File: src/sram_pkg.sv
package sram_pkg;

  // Memory geometry
  localparam int MEM_WORDS  = 256;
  localparam int WORD_IDX_W = 8;

  typedef logic [WORD_IDX_W-1:0] word_idx_t;

  // Access latency, up to 7 extra cycles
  localparam int WAIT_W = 3;

  typedef logic [WAIT_W-1:0] wait_t;

  localparam int            LFSR_W    = 16;
  localparam logic [15:0]   LFSR_SEED = 16'hace1;  // Any nonzero value

  // --------------------
  // Channel FSMs

  typedef enum logic [1:0] {
    RD_IDLE,
    RD_WAIT,
    RD_ACCESS,
    RD_RESP
  } rd_state_t;

  typedef enum logic [2:0] {
    WR_IDLE,
    WR_DATA,
    WR_WAIT,
    WR_ACCESS,
    WR_RESP
  } wr_state_t;

endpackage

File: src/sram_lfsr.sv
`timescale 1ns/1ps

module sram_lfsr (
  input  logic            clk,
  input  logic            rst,
  output sram_pkg::wait_t wait_val
);
  import sram_pkg::*;

  logic [LFSR_W-1:0] lfsr;
  logic              feedback;

  // x^16 + x^14 + x^13 + x^11 + 1, maximal length
  assign feedback = lfsr[15] ^ lfsr[13] ^ lfsr[12] ^ lfsr[10];

  always_ff @(posedge clk) begin
    if (rst) begin
      lfsr <= LFSR_SEED;
    end else begin
      lfsr <= {lfsr[LFSR_W-2:0], feedback};
    end
  end

  assign wait_val = lfsr[WAIT_W-1:0];

  // All-zero state would lock up the sequence
  a_lfsr_nonzero: assert property (
    @(posedge clk) disable iff (rst)
    lfsr != '0
  );

endmodule

File: config.mk
export PLATFORM = sky130hd
export DESIGN_NAME = sram_lfsr
export DESIGN_NICKNAME = d
export VERILOG_FILES = /design/src/sram_pkg.sv /design/src/sram_lfsr.sv
export SDC_FILE = /design/constraint.sdc
export NUM_CORES = 1
export LEC_CHECK = 0
export BUFFER_PORTS_ARGS = -buffer_cell sky130_fd_sc_hd__buf_2
export CAP_MARGIN = 20
export CELL_PAD_IN_SITES_DETAIL_PLACEMENT = 2
export CELL_PAD_IN_SITES_GLOBAL_PLACEMENT = 2
export CORE_AREA = 2 2 39 41
export DETAILED_ROUTE_END_ITERATION = 12
export DIE_AREA = 0 0 41 43
export GPL_TIMING_DRIVEN = 0
export PLACE_DENSITY = 0.76
export SYNTH_ARGS = -nofsm -noshare
export SYNTH_HDL_FRONTEND = slang
export SYNTH_SLANG_ARGS = --single-unit
File: constraint.sdc
create_clock -name clk -period 2 [get_ports clk]
set_input_delay 0.1 -clock clk [delete_from_list [all_inputs] [get_ports clk]]
set_output_delay 0.1 -clock clk [all_outputs]
set_load 0.02 [all_outputs]
# Word level (Yosys, flattened, before mapping)
# Index checks and enable logic that the tools add are counted.
[word_totals]
register_bits = 16
in_bits = 2
out_inout_bits = 3
wordCells = 4
[classes]
bitwise_logic = 3
[op_table]
columns = ["operator", "n"]
rows = [
  ["1-bit bitwise XOR", 3],
]

# Longest topological paths before layout
[logic_depth]
ltp_word = 3
mapped_depth = 3

# Least setup slack after synthesis
# No wires, ideal clock.
[synth_timing]
kind = "register -> register"
startpoint = "register lfsr[12]"
endpoint = "register lfsr[0]"
setup_ps = 117
t_arrival_ps = 659
required_time_ps = 1883
slack_ps = 1225
path_stages_with_launch = 4
path_buffers = 0
synth_period_minus_slack_ps = 775
path_cell_list = "dfxtp_1 -> xor2_1 -> xnor2_1 -> nand2b_1"
[synth_via]
elab_chain_len = 2
[synth_lines]
columns = ["item", "line_no", "text"]
rows = [
  ["from (decl)", "sram_lfsr.sv:10", "logic [LFSR_W-1:0] lfsr;"],
  ["from (signal assigned)", "sram_lfsr.sv:20", "lfsr <= {lfsr[LFSR_W-2:0], feedback};"],
  ["1-bit bitwise XOR (2 in a row)", "sram_lfsr.sv:14", "assign feedback = lfsr[15] ^ lfsr[13] ^ lfsr[12] ^ lfsr[10];"],
]
# Every way passes these cells.
# A chain may end at the register's enable or synchronous reset.

# Final worst setup path
[layout_timing]
startpoint = "register lfsr[2]"
endpoint = "output port wait_val[2]"
[layout_rtl]
columns = ["item", "line_no", "text"]
rows = [
  ["to (decl)", "sram_lfsr.sv:6", "output sram_pkg::wait_t wait_val"],
]
# No word-level cell between the ends.

==> flow_summary.ini <==
[yosys]
syn_area_sq_um = 476.7
synthCells = 39
synth_cell_types = 7
netlist.area_leader.share_pct = 67.19
synth.avg_cell_area_sq_um = 12.22
syn_nets = 41
yosys.area.top_type = dfxtp_1
ys_seq_area_share_pct = 67.19
ys_ff_latch = 16
yosys_warnings = 0
synthTopCellsByArea = dfxtp_1 (67%), nor2b_1 (10%), or2_1 (9.2%)

[status]
outcome = complete, no violations

[setup_path]
reg2reg_slack_ps = 1180
worstPathRequired_ps = 1900
endpoint_kind = output port
reg2reg_depth = 3
critical_path_class = flip-flop to output port
endpoint = wait_val[2]
cp-startpoint = lfsr[2]
worstReg2RegEnd = lfsr[0]
cp-start-kind = flip-flop
rr_startpoint = lfsr[15]
cp.arrival_ps = 890
cp_max_fo = 2

[pwr]
swShare_pct = 22.01
p_comb_share_pct = 10.1
internal-power_uw = 441.7
max-vdd-ir-drop_uv = 463.6
p_leak_nw = 0.2261
p_seq_share_pct = 62.0
cellPowerDensity_mw_per_mm2 = 1050
pwr-share-clk_pct = 28.0
power.switching_uw = 124.6

[cells_and_area]
top_register = lfsr
largest_reg_flops = 16
fillers = 155
drive_gt1_share_pct = 23.91
n_antenna_cell = 0
finalNetCount = 50
final_area_sq_um = 539.3
top_regs = lfsr x16
area_delta_synth_final_pct = 13.12
fin_cells = 62

[timing]
hold_violations = 0
rsz0062_at_grt = no
fin_skew_ps = 5.572
min_period_ps = 990.3
setup_tns_ps = 0
worst_pin_slew_ps = 173.2
clock.fmax_mhz = 1010
worst_slew_margin_rel_pct = 88.41
setup_viol = 0
finalCritPeriodShare_pct = 49.51
finalMaxSlewViolations = 0
whs_ps = 75.64

[route]
vias = 263
wl_per_cell_microns = 12.18
dr.pass1.iters = 2
route.detailed.drc = 0
via_per_inst = 4.242
drt_iter0_drc = 1
wl_microns = 755
drtAntennaViolNets = 0

[clock_network]
numCtsBuffers = 3
cts_sinks = 16
post-cts-setup-buffers = 0
clk_path_buf_depth = 2
ctsResizeCount = 0
cts_tree = yes
cts-hold-fix-buffers = 0
clock_latency_ps = 270
cts_root_buf = clkbuf_4
htree_num_levels = 1
path_clk_slew_ps = 90

[die]
dieArea_sq_mm = 0.001763
die_w_microns = 41
core_sq_mm = 0.001384
ioPinCount = 5
initial_utilization_pct = 34.45
core.rowCount = 14
die_h_microns = 43

[grt]
grt_max_degree = 11
antenna_found_initial = 0
gr-total-overflow = 0
first_global_vias = 299
grt_first_pass_wirelength_microns = 1311
grt_usage_pct = 12.07

[min_path]
hp-class = primary input to flip-flop

[placement]
dp_hpwl_microns = 580.4
placedInstanceArea_sq_um = 516.7
portBuffers = 4
placed_cells = 59
gp_congestion = 0.5659

[run]
cap_viol_max_count = 0
-- layout by cell type, fill, tap and decap left out --
master	n
xnor2_1	1
xor2_1	2
buf_2	4
nor2b_1	8
or2_1	7
clkbuf_4	3
dfxtp_1	16
buf_4	4
nand2b_1	1
-- worst max-delay path, cell delays in order, from the launching register on --
cell and delay, ps:
dfxtp_1 360, buf_4 110, buf_2 150
-- worst min path at each step --
stage,cells past startpoint,start,slack (ps),to
after detailed placement,2,rst,370,lfsr[2]
after floorplan,1,rst,170,lfsr[12]
after CTS,2,rst,70,lfsr[3]
after global placement,2,rst,360,lfsr[1]
final,2,rst,80,lfsr[3]
after global routing,2,rst,80,lfsr[14]
-- kinds of logic after synthesis --
| family | after synthesis | share of synthesized area, % |
|---|---|---|
| XOR/XNOR | 3 | 5.513 |
| flip-flops | 16 | 67.19 |
| buffers and inverters | 4 | 6.299 |
| AND/OR/NAND/NOR | 16 | 21.00 |
-- power by group through the flow --
stage | Sequential (mW) | Clock (mW) | Combinational [mW]
finish | 0.351 | 0.158 | 0.0570
global route | 0.354 | 0.180 | 0.0636
CTS | 0.352 | 0.166 | 0.0588
detailed placement | 0.359 | 0 | 0.0583
global placement | 0.357 | 0 | 0.0556
floorplan | 0.355 | 0 | 0.0442
-- metrics by stage --
step / utilization, % / power (mW) / setup WS (ps)
after global placement: 37.34 / 0.4121 / 1186
final: 38.97 / 0.5664 / 1010
after detailed placement: 37.34 / 0.4172 / 1169
after CTS: 38.97 / 0.5768 / 991.7
after floorplan: - / 0.3989 / 1225
after global routing: 38.97 / 0.5976 / 972.5
-- cells in the mapped netlist --
cell	instances
buf_4	4
nand2b_1	1
xor2_1	2
or2_1	7
dfxtp_1	16
nor2b_1	8
xnor2_1	1
-- area by class of cell --
cell class                 count  area [sq um]  area share (%)
timing repair buffer           4         20.02           3.712
buffer                         4         30.03           5.568
clock buffer                   3         22.52           4.176
multi-input combinational     19         126.4           23.43
sequential                    16         320.3           59.40
tap                           16         20.02           3.712
-- metal layers --
metal	track usage, %	wire (microns)
met1	12.29	279
met2	20.00	450
met3	3.141	26
met4	8.000	0
met5	0	0
Note: power is estimated with default switching activity, not from simulation.
