[src/sram_pkg.sv]
package sram_pkg;

  // Memory geometry
  localparam int MEM_WORDS  = 256;
  localparam int WORD_IDX_W = 8;

  typedef logic [WORD_IDX_W-1:0] word_idx_t;

  // Access latency, up to 7 extra cycles
  localparam int WAIT_W = 3;

  typedef logic [WAIT_W-1:0] wait_t;

  localparam int            LFSR_W    = 16;
  localparam logic [15:0]   LFSR_SEED = 16'hace1;  // Any nonzero value

  // --------------------
  // Channel FSMs

  typedef enum logic [1:0] {
    RD_IDLE,
    RD_WAIT,
    RD_ACCESS,
    RD_RESP
  } rd_state_t;

  typedef enum logic [2:0] {
    WR_IDLE,
    WR_DATA,
    WR_WAIT,
    WR_ACCESS,
    WR_RESP
  } wr_state_t;

endpackage

[src/sram_latency_timer.sv]
`timescale 1ns/1ps

module sram_latency_timer (
  input  logic            clk,
  input  logic            rst,
  input  logic            start,
  input  sram_pkg::wait_t load_val,
  output logic            done
);
  import sram_pkg::*;

  wait_t cnt;
  logic  busy;

  // Expires load_val + 1 cycles after the start edge
  always_ff @(posedge clk) begin
    if (rst) begin
      cnt  <= '0;
      busy <= 1'b0;
      done <= 1'b0;
    end else begin
      done <= 1'b0;  // Single-cycle pulse
      if (start) begin
        cnt  <= load_val;
        busy <= 1'b1;
      end else if (busy) begin
        if (cnt == '0) begin
          busy <= 1'b0;
          done <= 1'b1;
        end else begin
          cnt <= cnt - 1'b1;
        end
      end
    end
  end

  // Controller must wait for done before the next start
  a_no_restart: assert property (
    @(posedge clk) disable iff (rst)
    start |-> !busy
  );

  // Done follows every start within the longest wait
  a_done_follows: assert property (
    @(posedge clk) disable iff (rst)
    start |-> ##[2:9] done
  );

endmodule

[config.mk]
export PLATFORM = sky130hd
export DESIGN_NAME = sram_latency_timer
export DESIGN_NICKNAME = d
export VERILOG_FILES = /design/src/sram_pkg.sv /design/src/sram_latency_timer.sv
export SDC_FILE = /design/constraint.sdc
export NUM_CORES = 1
export LEC_CHECK = 0
export ABC_CLOCK_PERIOD_IN_PS = 2150
export BUFFER_PORTS_ARGS = -buffer_cell sky130_fd_sc_hd__buf_4
export CORE_AREA = 5 5 42 44
export CTS_CLUSTER_SIZE = 14
export DETAILED_ROUTE_END_ITERATION = 8
export DIE_AREA = 0 0 47 49
export PLACE_DENSITY_LB_ADDON = 0.1
export SYNTH_ARGS = -nofsm -noshare
export SYNTH_HDL_FRONTEND = slang
export SYNTH_SLANG_ARGS = --single-unit
[constraint.sdc]
create_clock -name clk -period 2.15 [get_ports clk]
set_clock_uncertainty 0.05 [all_clocks]
set_input_delay 0.215 -clock clk [delete_from_list [all_inputs] [get_ports clk]]
set_output_delay 0.215 -clock clk [all_outputs]
set_load 0.05 [all_outputs]
### Word level (Yosys, flattened, before mapping)

Cells that the tools add are included.
W data, S select, Z words.

* register bits: 5
* input bits: 6
* output and inout bits: 1
* logic and storage cells: 17

* add/sub/neg operators: 1
* equality and inequality tests: 1
* muxes and demuxes: 7
* bitwise operators: 1
* reductions and logical operators: 4

Operators by type and width (count)
* $mux W3: 3
* $mux W1: 4
* $logic_not A3 Y1: 1
* $reduce_or A3 Y1: 1
* $sub A3 B1 Y3 const B: 1
* $ne A2 B2 Y1 const B: 1
* $reduce_and A2 Y1: 1
* $reduce_bool A2 Y1: 1
* $not A1 Y1: 1

### Depth between registers and ports, before layout

* depth after elaboration: 4
* gate-level depth with buffers: 5
* mapped depth without buffers: 5

### Worst setup path after synthesis

OpenSTA, ideal clock, no wires.

* kind: register to register
* from: reg cnt[0]
* to: reg cnt[1]
* setup time: 0.067 ns
* arrival time: 1.082 ns
* data required time: 2.033 ns
* slack: 0.951 ns
* stages on the path, launching flop included: 6
* buffers on the path: 0
* clock period less this slack: 1.199 ns
* path through: dfxtp_1 inv_1 ha_1 nand2b_4 a311o_1 o21ai_2

* cells in the longest elaborated chain, start to end: 4
* elaborated cells on any way between the ends: 7
* classes of those cells: 1 x add/sub; 1 x eq/ne; 3 x mux; 2 x reduce/logical

RTL lines
* from (decl): line sram_latency_timer.sv:12 `wait_t cnt;`
* from (signal assigned): line sram_latency_timer.sv:24 `cnt <= load_val;`
* from (signal assigned): line sram_latency_timer.sv:31 `cnt <= cnt - 1'b1;`
* $sub A3 B1 Y3: line sram_latency_timer.sv:31
* $mux W3: line sram_latency_timer.sv:27 `if (cnt == '0) begin`
* $mux W3: line sram_latency_timer.sv:26 `end else if (busy) begin`
* $mux W3: line sram_latency_timer.sv:23 `if (start) begin`

Parallel ways exist; a longest one is shown, timed or not. The select of a mux whose other input is x is not followed.
A chain may end at the register's enable or synchronous reset.

### Worst setup path in the final report

Ends and elaborated chain as after synthesis.

==> results.ini <==
[outcome]
outcome = finished, final reports clean

[logic_synthesis]
synth_cell_types = 18
synthArstFlopShare_pct = 0
ys_warn_count = 0
postSynthAreaPerCell_um2 = 9.92
yosysSeqAreaShare_pct = 37.4
synth_seq_cells = 5
synth-main-ff-cell = dfxtp_1
synth_nets = 35
synth_edf_count = 0
syn_area_um2 = 268
syn_inst = 27

[critical_path]
crit_required_ns = 2.27
cp_slowest_cell = a311o_1
critPathMaxFanout = 6
cp_cell_sequence = inv_1 -> ha_1 -> nand2b_4 -> a311o_1 -> o21ai_2
end_kind = flop
cpPeakStageDelay_ns = 0.37
worstSetupStartpointType = flop
path_class = reg2reg
worstPathArrival_ns = 1.41

[power_and_ir_drop]
power_mw = 0.260
powerDensity_nw_per_um2 = 735
p_seq_share_pct = 40.5
power_switching_mw = 0.0670
clkPwrFrac_pct = 41.2
ir_worst_vdd_uv = 241
pwr-share-comb_pct = 18.4
intPower_mw = 0.193
p_leak_nw = 0.147
swShare_pct = 25.8

[global_route]
grt_pass1_vias = 241
grt_max_degree = 10
grt_first_pass_wirelength_um = 959
grt.total_usage_pct = 5.77
use_met3_pct = 3.32
antenna_found_initial = 0
grtUsageMet1_pct = 5.93
grtUsageMet2_pct = 9.05
grt-busiest-layer = met2
grt_overflow_total = 0

[floorplanning]
rows = 14
floorplan.initialDensity_pct = 19.1
io_pins = 7
die_area_um2 = 2300
core-area_um2 = 1400
dieWidth_um = 47
fp.dieH_um = 49

[clock_tree]
cts_resized = 0
h-tree-depth = 1
cts_tree = done
postCtsSetupRepairBufs = 0
clock-root-buffer = clkbuf_4
clock_sinks = 5
cts_buffers = 3
clk_latency_ns = 0.23
ctsHoldBuffers = 0
clockBufferDepth = 2
clk_pin_slew_ns = 0.04

[layout]
syn2layout_area_growth_pct = 32.2
n_fill_cell = 167
fin_nets = 45
design_area_um2 = 354
drive_gt1_share_pct = 33.3
fin_util_pct = 25.3
diodes = 0

[place]
io_buffers = 6
routabilityCongestion = 0.692
dpl.hpwl_um = 428
placed_area_um2 = 328

[sta]
max_freq_ghz = 0.778
maxSlewViolCount = 0
tns_ns = 0
rsz0062_at_grt = false
hold_viol = 0
tightest_slew_ns = 0.256
timing.final.crit_share_pct = 59.7
finalSetupViolations = 0
slew_headroom_pct = 82.9
fin_crit_ns = 1.28
finalHoldWorstSlack_ns = 0.143

[flow_run]
cap_viol_max_count = 0

[routing]
ant_nets = 0
routed_via_density = 4.38
wl_per_cell_um = 10.6
drtPass1Iterations = 2
drtIter0Drc = 1
vias = 228
drc = 0
drt_wl_total_um = 551

[worst_hold_path]
hold_class = in2reg

## layout make-up
class	count	area (µm²)	area share [%]
clock buffer	4	26.3	7.42
inverter	3	11.3	3.18
multi-input combinational	18	151	42.8
sequential	5	100	28.3
tap	16	20.0	5.65
timing repair buffer	6	45.0	12.7
## cell families after synthesis
family          after synthesis  synth area share, %
compound gates                8                 25.2
fa+ha+maj                     2                 9.34
buf+inv                       4                 6.07
flops                         5                 37.4
simple gates                  8                 22.0
## stage by stage
step | cells | worst slack (ns)
after floorplan | 27 | 0.951
after global placement | 48 | 0.895
after detailed placement | 48 | 0.877
after CTS | 52 | 0.849
after global routing | 52 | 0.771
final | 52 | 0.865
## layout by cell type (no fill, tap or decap), drive strengths merged
cell	count
nor2b	1
and4b	1
a21oi	2
nor2	2
inv	3
buf	6
a311oi	1
o21ai	1
a311o	1
nand2b	1
a2111oi	1
a21boi	1
ha	2
clkbuf	4
a211oi	1
dfxtp	5
nand3b	1
nor4b	1
nor3	1
## path summary, 6_finish.rpt
check / start / endpoint / slack, ns / cells after the start
worst max-delay path: cnt[0] / cnt[1] / 0.87 / 5
worst min-delay path: rst / busy / 0.14 / 2
worst max register to register: cnt[0] / cnt[1] / 0.87 / 5
worst min register to register: cnt[1] / cnt[1] / 0.46 / 2
## registers in the layout, summed over array words and instances (netlist names)
register / flops
busy: 1
cnt: 3
done: 1
## synthesized netlist by cell type (2+ instances only)
cell type,instances,area share (%)
dfxtp_1,5,37
nor2_1,2,2.8
ha_1,2,9.3
inv_1,3,4.2
a21oi_1,2,3.7
## power by group through the flow
stage	registers [mW]	clock network (mW)	logic, mW
6_report	0.105	0.107	0.0478
5_1_grt	0.107	0.118	0.0535
4_1_cts	0.105	0.110	0.0488
3_5_place_dp	0.107	0	0.0479
3_3_place_gp	0.107	0	0.0461
2_1_floorplan	0.107	0	0.0320
## routing by layer
layer | vias up | wire length, µm
met2 | 4 | 294
met4 | 0 | 0
met3 | 0 | 33
li1 | 117 | -
met1 | 107 | 223
met5 | - | 0
## worst max-delay path: cells and delay by family (launching register included)
kind            cells  cell delay, ns
compound gates      2            0.47
fa+ha+maj           1            0.22
buf+inv             1            0.08
flops               1            0.31
simple gates        1            0.09
(Power assumes the default switching activity.)
