**config.mk**
```make
export PLATFORM = sky130hd
export DESIGN_NAME = sram_ctrl
export DESIGN_NICKNAME = d
export VERILOG_FILES = /design/src/sram_pkg.sv /design/src/axil_pkg.sv /design/src/sram_ctrl.sv
export SDC_FILE = /design/constraint.sdc
export NUM_CORES = 1
export LEC_CHECK = 0
export ABC_CLOCK_PERIOD_IN_PS = 1900
export BUFFER_PORTS_ARGS = -buffer_cell sky130_fd_sc_hd__buf_2
export CORE_AREA = 2 2 91 93
export CTS_BUF_LIST = sky130_fd_sc_hd__clkbuf_4
export DETAILED_ROUTE_END_ITERATION = 10
export DIE_AREA = 0 0 93 95
export GPL_TIMING_DRIVEN = 0
export PLACE_DENSITY = 0.72
export SLEW_MARGIN = 20
export SYNTH_ARGS = -nofsm -noshare
export SYNTH_HDL_FRONTEND = slang
export SYNTH_SLANG_ARGS = --single-unit
```
**constraint.sdc**
```tcl
create_clock -name clk -period 1.9 [get_ports clk]
set_clock_uncertainty 0.1 [all_clocks]
set_input_delay 0.19 -clock clk [delete_from_list [all_inputs] [get_ports clk]]
set_output_delay 0.19 -clock clk [all_outputs]
set_load 0.1 [all_outputs]
```
**src/sram_pkg.sv**
```systemverilog
package sram_pkg;

  // Memory geometry
  localparam int MEM_WORDS  = 256;
  localparam int WORD_IDX_W = 8;

  typedef logic [WORD_IDX_W-1:0] word_idx_t;

  // Access latency, up to 7 extra cycles
  localparam int WAIT_W = 3;

  typedef logic [WAIT_W-1:0] wait_t;

  localparam int            LFSR_W    = 16;
  localparam logic [15:0]   LFSR_SEED = 16'hace1;  // Any nonzero value

  // --------------------
  // Channel FSMs

  typedef enum logic [1:0] {
    RD_IDLE,
    RD_WAIT,
    RD_ACCESS,
    RD_RESP
  } rd_state_t;

  typedef enum logic [2:0] {
    WR_IDLE,
    WR_DATA,
    WR_WAIT,
    WR_ACCESS,
    WR_RESP
  } wr_state_t;

endpackage

```
**src/axil_pkg.sv**
```systemverilog
package axil_pkg;

  // Bus widths
  localparam int ADDR_W = 32;
  localparam int DATA_W = 32;
  localparam int STRB_W = 4;  // One bit per byte lane

  typedef logic [ADDR_W-1:0] axil_addr_t;
  typedef logic [DATA_W-1:0] axil_data_t;
  typedef logic [STRB_W-1:0] axil_strb_t;
  typedef logic [1:0]        axil_resp_t;

  localparam axil_resp_t RESP_OKAY   = 2'd0;
  localparam axil_resp_t RESP_SLVERR = 2'd2;

  // --------------------
  // Channel payloads

  typedef struct packed {
    axil_addr_t addr;
  } axil_ar_t;

  typedef struct packed {
    axil_addr_t addr;
  } axil_aw_t;

  typedef struct packed {
    axil_data_t data;
    axil_strb_t strb;
  } axil_w_t;

  typedef struct packed {
    axil_data_t data;
    axil_resp_t resp;
  } axil_r_t;

  typedef struct packed {
    axil_resp_t resp;
  } axil_b_t;

endpackage
```
**src/sram_ctrl.sv**
```systemverilog
`timescale 1ns/1ps

module sram_ctrl (
  input  logic                 clk,
  input  logic                 rst,
  // Read address / data
  input  axil_pkg::axil_ar_t   ar,
  input  logic                 arvalid,
  output logic                 arready,
  output axil_pkg::axil_r_t    r,
  output logic                 rvalid,
  input  logic                 rready,
  // Write address / data / response
  input  axil_pkg::axil_aw_t   aw,
  input  logic                 awvalid,
  output logic                 awready,
  input  axil_pkg::axil_w_t    w,
  input  logic                 wvalid,
  output logic                 wready,
  output axil_pkg::axil_b_t    b,
  output logic                 bvalid,
  input  logic                 bready,
  // Latency timers
  output logic                 rd_start,
  input  logic                 rd_done,
  output logic                 wr_start,
  input  logic                 wr_done,
  // Array
  output logic                 rd_en,
  output sram_pkg::word_idx_t  rd_idx,
  input  axil_pkg::axil_data_t rd_data,
  output logic                 wr_en,
  output sram_pkg::word_idx_t  wr_idx,
  output axil_pkg::axil_data_t wr_data,
  output axil_pkg::axil_strb_t wr_strb
);
  import axil_pkg::*;
  import sram_pkg::*;

  rd_state_t  rd_state, rd_state_nxt;
  wr_state_t  wr_state, wr_state_nxt;

  word_idx_t  rd_idx_q;
  logic       rd_err_q;
  word_idx_t  wr_idx_q;
  logic       wr_err_q;
  axil_data_t wr_data_q;
  axil_strb_t wr_strb_q;

  // --------------------
  // Read channel

  always_ff @(posedge clk) begin
    if (rst) begin
      rd_state <= RD_IDLE;
    end else begin
      rd_state <= rd_state_nxt;
    end
  end

  always_ff @(posedge clk) begin
    if (arvalid && arready) begin
      rd_idx_q <= ar.addr[WORD_IDX_W+1:2];  // Drop byte offset
      rd_err_q <= ar.addr >= axil_addr_t'(MEM_WORDS * 4);
    end
  end

  always_comb begin
    rd_state_nxt = rd_state;
    case (rd_state)
      RD_IDLE:   if (arvalid) rd_state_nxt = RD_WAIT;
      RD_WAIT:   if (rd_done) rd_state_nxt = RD_ACCESS;
      RD_ACCESS: rd_state_nxt = RD_RESP;
      RD_RESP:   if (rready) rd_state_nxt = RD_IDLE;
      default:   rd_state_nxt = RD_IDLE;
    endcase
  end

  assign arready  = (rd_state == RD_IDLE);
  assign rd_start = arvalid && arready;  // Timer loads on the accept edge
  assign rd_en    = (rd_state == RD_ACCESS) && !rd_err_q;
  assign rd_idx   = rd_idx_q;
  assign rvalid   = (rd_state == RD_RESP);
  assign r.data   = rd_err_q ? '0 : rd_data;
  assign r.resp   = rd_err_q ? RESP_SLVERR : RESP_OKAY;

  // --------------------
  // Write channel

  always_ff @(posedge clk) begin
    if (rst) begin
      wr_state <= WR_IDLE;
    end else begin
      wr_state <= wr_state_nxt;
    end
  end

  always_ff @(posedge clk) begin
    if (awvalid && awready) begin
      wr_idx_q <= aw.addr[WORD_IDX_W+1:2];
      wr_err_q <= aw.addr >= axil_addr_t'(MEM_WORDS * 4);
    end
    if (wvalid && wready) begin
      wr_data_q <= w.data;
      wr_strb_q <= w.strb;
    end
  end

  // Address first, then data
  always_comb begin
    wr_state_nxt = wr_state;
    case (wr_state)
      WR_IDLE:   if (awvalid) wr_state_nxt = WR_DATA;
      WR_DATA:   if (wvalid) wr_state_nxt = WR_WAIT;
      WR_WAIT:   if (wr_done) wr_state_nxt = WR_ACCESS;
      WR_ACCESS: wr_state_nxt = WR_RESP;
      WR_RESP:   if (bready) wr_state_nxt = WR_IDLE;
      default:   wr_state_nxt = WR_IDLE;
    endcase
  end

  assign awready  = (wr_state == WR_IDLE);
  assign wready   = (wr_state == WR_DATA);
  assign wr_start = wvalid && wready;
  assign wr_en    = (wr_state == WR_ACCESS) && !wr_err_q;  // No write when out of range
  assign wr_idx   = wr_idx_q;
  assign wr_data  = wr_data_q;
  assign wr_strb  = wr_strb_q;
  assign bvalid   = (wr_state == WR_RESP);
  assign b.resp   = wr_err_q ? RESP_SLVERR : RESP_OKAY;

  // --------------------
  // Protocol checks

  a_r_hold: assert property (
    @(posedge clk) disable iff (rst)
    rvalid && !rready |=> rvalid && $stable(r)
  );

  a_b_hold: assert property (
    @(posedge clk) disable iff (rst)
    bvalid && !bready |=> bvalid && $stable(b)
  );

  // Array write lands within the longest timer wait
  a_wr_latency: assert property (
    @(posedge clk) disable iff (rst)
    wr_start && !wr_err_q |-> ##[3:10] wr_en
  );

endmodule

```
* After elaboration in Yosys (flattened, before gate mapping)
Cells that the tools add are included.
** Word-level totals
- Word-level logic and storage cells :: 47
- Flip-flop bits (word level) :: 59
- Output and inout bits :: 97
** Operators by class
- Reductions and logical operators :: 11
- Equal/unequal tests :: 14
- Multiplexer cells :: 12
- Magnitude comparators :: 2
** Operators with widths (count)
- 32-bit by 11-bit >= comparator with 1-bit output, second input constant :: 2
- 32-bit two-way mux :: 1
- 3-bit case mux with 5 select lines :: 1
- 3-bit two-way mux :: 4
- 2-bit two-way mux :: 5
- 2-bit != test, second input constant :: 5
- 2-bit case mux with 4 select lines :: 1
- 3-bit by 2-bit == test with 1-bit output, second input constant :: 2
- 1-bit logical AND :: 5
- 2-bit == test, second input constant :: 2
- 2-bit by 1-bit != test with 1-bit output, second input constant :: 2
- 4-bit AND reduction :: 1
- 3-bit by 1-bit == test with 1-bit output, second input constant :: 1
- 3-bit == test, second input constant :: 1
- 3-bit zero test :: 1
- 3-bit AND reduction :: 1
- 2-bit by 1-bit == test with 1-bit output, second input constant :: 1
- 1-bit zero test :: 2
- 2-bit zero test :: 1

* Longest topological paths before layout
- Depth in word-level cells :: 3
- Mapped depth :: 5

* Least setup slack after synthesis
No wires, ideal clock.
- Path kind :: flip-flop to flip-flop
- Start point :: reg wr_state[0]
- End point :: reg wr_data_q[0] (netlist: wr_data[0]) (enable)
- Stages on the path, launching flop included :: 4
- Buffers on the path :: 1
- Required time :: 1371 ps
- Clock period less this slack :: 5080 ps
- Setup slack :: -3180 ps
- Setup time :: 429 ps
- Arrival time :: 4550 ps
- Cell sequence :: dfxtp_1 > clkbuf_1 > nor3b_1 > and2_1
** Between the ends
- Cells in the longest elaborated chain, start to end :: 2
** Ends and longest elaborated chain
- start: declaration :: RTL line sram_ctrl.sv:41 : wr_state_t wr_state, wr_state_nxt;
- start signal: assignment :: RTL line sram_ctrl.sv:94 : wr_state <= wr_state_nxt;
- 3-bit by 1-bit == test with 1-bit output :: RTL line sram_ctrl.sv:123 : assign wready = (wr_state == WR_DATA);
- via wready :: RTL line sram_ctrl.sv:19 : output logic wready,
- 1-bit logical AND
- via wr_start :: RTL line sram_ctrl.sv:26 : output logic wr_start,
- end signal: assignment :: RTL line sram_ctrl.sv:104 : wr_data_q <= w.data;
- end: declaration :: RTL line sram_ctrl.sv:47 : axil_data_t wr_data_q;
The timed path passes the listed nets, and every way through them passes these cells.
A chain may end at the register's enable or synchronous reset.

==> impl_results.md <==
- Outcome: complete, no violations
- Core box area: 7930 sq um
- Synth Area in Compound Gates: less than 1%
- Synth top area share: a little over two thirds
- Area share of and/or/nand/nor cells after synthesis: about 18%
- Setup TNS Final: 0 ns
- Post-Syn Instances: 149
- Critical path class: register to output port
- Total number of vias: 2406
- Post-DR vias/cell: approximately 4.2
- Worst EP arrival: between 1.5 and 2 ns
- Synth area leader: edfxtp_1
- Routed len/inst: 14.8 microns
- Routed Antenna Nets: 0
- TritonCTS buffer count: 9
- Synth warn: 0
- Final GP Congestion: 0.733
- Chip Width: 93 microns
- Critical path capture point type: output port
- Count leader, synth: edfxtp_1
- H-tree levels: 3
- Critical Path RT: 1.61 ns
- RSZ-0062 raised after global routing: yes
- Avg Cell Area, Syn: roughly 15 sq um
- TritonCTS clock tree: yes
- Initial drt markers: 40
- N_diodes: 0
- Multiplexer share of the synthesized area: under 10%
- Top cells by count, synth: edfxtp_1, nor2b_1, nor4_1
- Initial antenna violation count: 0
- Layout net count: about 600
- Aggregate global-route resource usage: between 15 and 20%
- Die Span Y: approximately 95 microns
- Peak Freq: between 500 and 600 MHz
- Xor and xnor fraction of the mapped netlist area: 0%
- Power, Total: approximately 4100 uW
- CTS Root Cell: clkbuf_4
- Proportion of layout cells with a drive suffix above 1: between 60% and 70%
- Overflow left after global routing: 0
- Vias in the first global route: 2301
- Fillcell total: roughly 640
- Clock transition at path regs: ~0.12 ns
- Clock Tree Buf Depth: 2
- Register Area: 1720 sq um
- Largest net degree at the start of global routing: 19
- Post-synthesis adder-cell area fraction: 2.17%
- Largest family of logic cells by synthesized area: simple AND/OR/NAND/NOR gates
- Die footprint: around 9000 sq um
- #FFs+latches synth: between 50 and 60
- Iteration count of the initial detailed-routing pass: 5
- Max-slew violation count: 0
- WHS: about 0.07 ns
- Sink Count: slightly below 60
- Main synth FF type: edfxtp_1
- Final Cycle Share: 98.2%
- # rows: 33
- Top post-synthesis cells by area: edfxtp_1, nor2b_1, dfxtp_1
- Aggregate routed wire length: 8420 microns
- EDFF count, synth: 54
- First-pass GRT wire length: 10700 microns
- Hpwl dp: ~5300 microns
- Peak supply drop: between 1 and 1.5 mV
- Starting Density: between 20% and 30%
- I/O pin count: about 240
- Final setup vio count: 0
- DRC: 0
- Max FO, Critical Path: 10
- Asr flop ratio synth: 0%
- Final hold vios: 0
- Startpoint types: register
- Area grow syn2layout: 113%
- Distinct cells, synth: 22
- Hold crit path type: input pin to register
- Seq/Total Area, Yosys: 74.7%
- Footprint of the multi-input gates: between 600 and 700 sq um
- Port Buf Inserts: about 230
- Cell Pwr Density: around 840 nW/um^2
- Final period demand of the worst path: ~1.9 ns
- Clock Latency Late Sink: between 0.4 and 0.5 ns
- P_leak: around 0.0022 uW
- Max-Cap Viols: 0
- Mapped cell area: about 2300 sq um
## cell families after synthesis
logic type / count (synthesis)
compound gates: 2
fa+ha+maj: 4
buf+inv: 12
flops: 59
mux: 4
other cells: 1
simple gates: 67
## report_power, final
part / switching, uW / total, uW / internal (uW)
combinational: 1120 / 1540 / 425
sequential: 44.7 / 1590 / 1550
clock: 547 / 972 / 425
## flip-flops by register name, indices dropped and copies added, names as in the netlist
| name | count |
|---|---|
| wr_data | 32 |
| rd_idx | 8 |
| wr_idx | 8 |
| wr_strb | 4 |
| wr_state | 3 |
| rd_state | 2 |
| rd_err_q | 1 |
| wr_err_q | 1 |
## worst paths after layout
kind                from     endpoint  slack, ns  cells after the start
max             rd_err_q        r[15]       0.03                      3
min              arvalid     rd_err_q       0.07                      2
max reg2reg  wr_state[2]  wr_state[2]       0.20                      4
min reg2reg  rd_state[1]  rd_state[1]       0.42                      2
## per-layer routing
layer | up-vias | track usage [%] | wire length [microns]
met2 | 123 | 29.4 | 4710
li1 | 1157 | - | -
met4 | 0 | 7.84 | 189
met1 | 1111 | 17.6 | 2960
met5 | - | 0 | 0
met3 | 15 | 4.31 | 560
## cells in the final DEF (no fill, tap or decap)
cell type      netlist  layout
mux2i_1              3       3
conb_1               1       2
clkinv_4             0       1
dfxtp_1              5       5
buf_12               0      13
buf_2                0     193
dlygate4sd3_1        0      58
and2_4               0       3
ha_2                 0       1
a21oi_1              1       1
mux2_2               1       1
buf_4                4      18
nor2_2               0       1
nor3_1               4       3
nor4_1               8       8
inv_8                0       1
inv_1                3       3
nand2b_1             1       1
nand2_1              2       2
o211a_1              1       1
edfxtp_1            54      54
clkbuf_4             0      10
bufinv_16            0       1
clkbuf_8             0       2
ha_1                 4       3
or4_1                5       5
buf_6                0       6
nor2b_2              0      33
inv_6                0       3
nand3b_1             1       1
and2_2               0       1
nor2b_1             37       4
nand4_1              2       2
nor3_4               0       1
nor3b_2              0       1
nor3b_4              0       1
nor2_1               2       1
buf_8                0      13
clkinvlp_4           0       1
## through the flow
stage | utilization, % | cells | setup WS, ns | cell area, sq um
2_1_floorplan | - | 150 | -0.623 | 2450
3_3_place_gp | 47.2 | 486 | 0.00160 | 3740
3_5_place_dp | 47.2 | 486 | -0.0414 | 3740
4_1_cts | 59.1 | 564 | 0.00103 | 4680
5_1_grt | 62.0 | 567 | -0.0349 | 4910
6_report | 62.0 | 567 | 0.0340 | 4910
## critical path, cell delays in order, from the launching register on
cell	delay, ns
edfxtp_1	0.50
buf_4	0.24
nor2b_2	0.21
buf_12	0.20
## timing repair
action | CTS | global route
hold buffers | 58 | 0
setup endpoints to repair | 34 | 33
resized for setup | 64 | 54
buffers inserted | 3 | 3
gates cloned | 1 | 0
pin swaps | 1 | 1
hold endpoints to repair | 58 | 0
## cell type report
class | instances | share of cell area, %
Sequential cell | 59 | 35.0
Buffer | 9 | 1.63
Inverter | 3 | 0.229
Multi-Input combinational cell | 80 | 13.4
Timing Repair Buffer | 295 | 44.0
Clock inverter | 7 | 1.71
Clock buffer | 9 | 1.38
Tap cell | 105 | 2.67
Power figures use the tool's default switching activity.
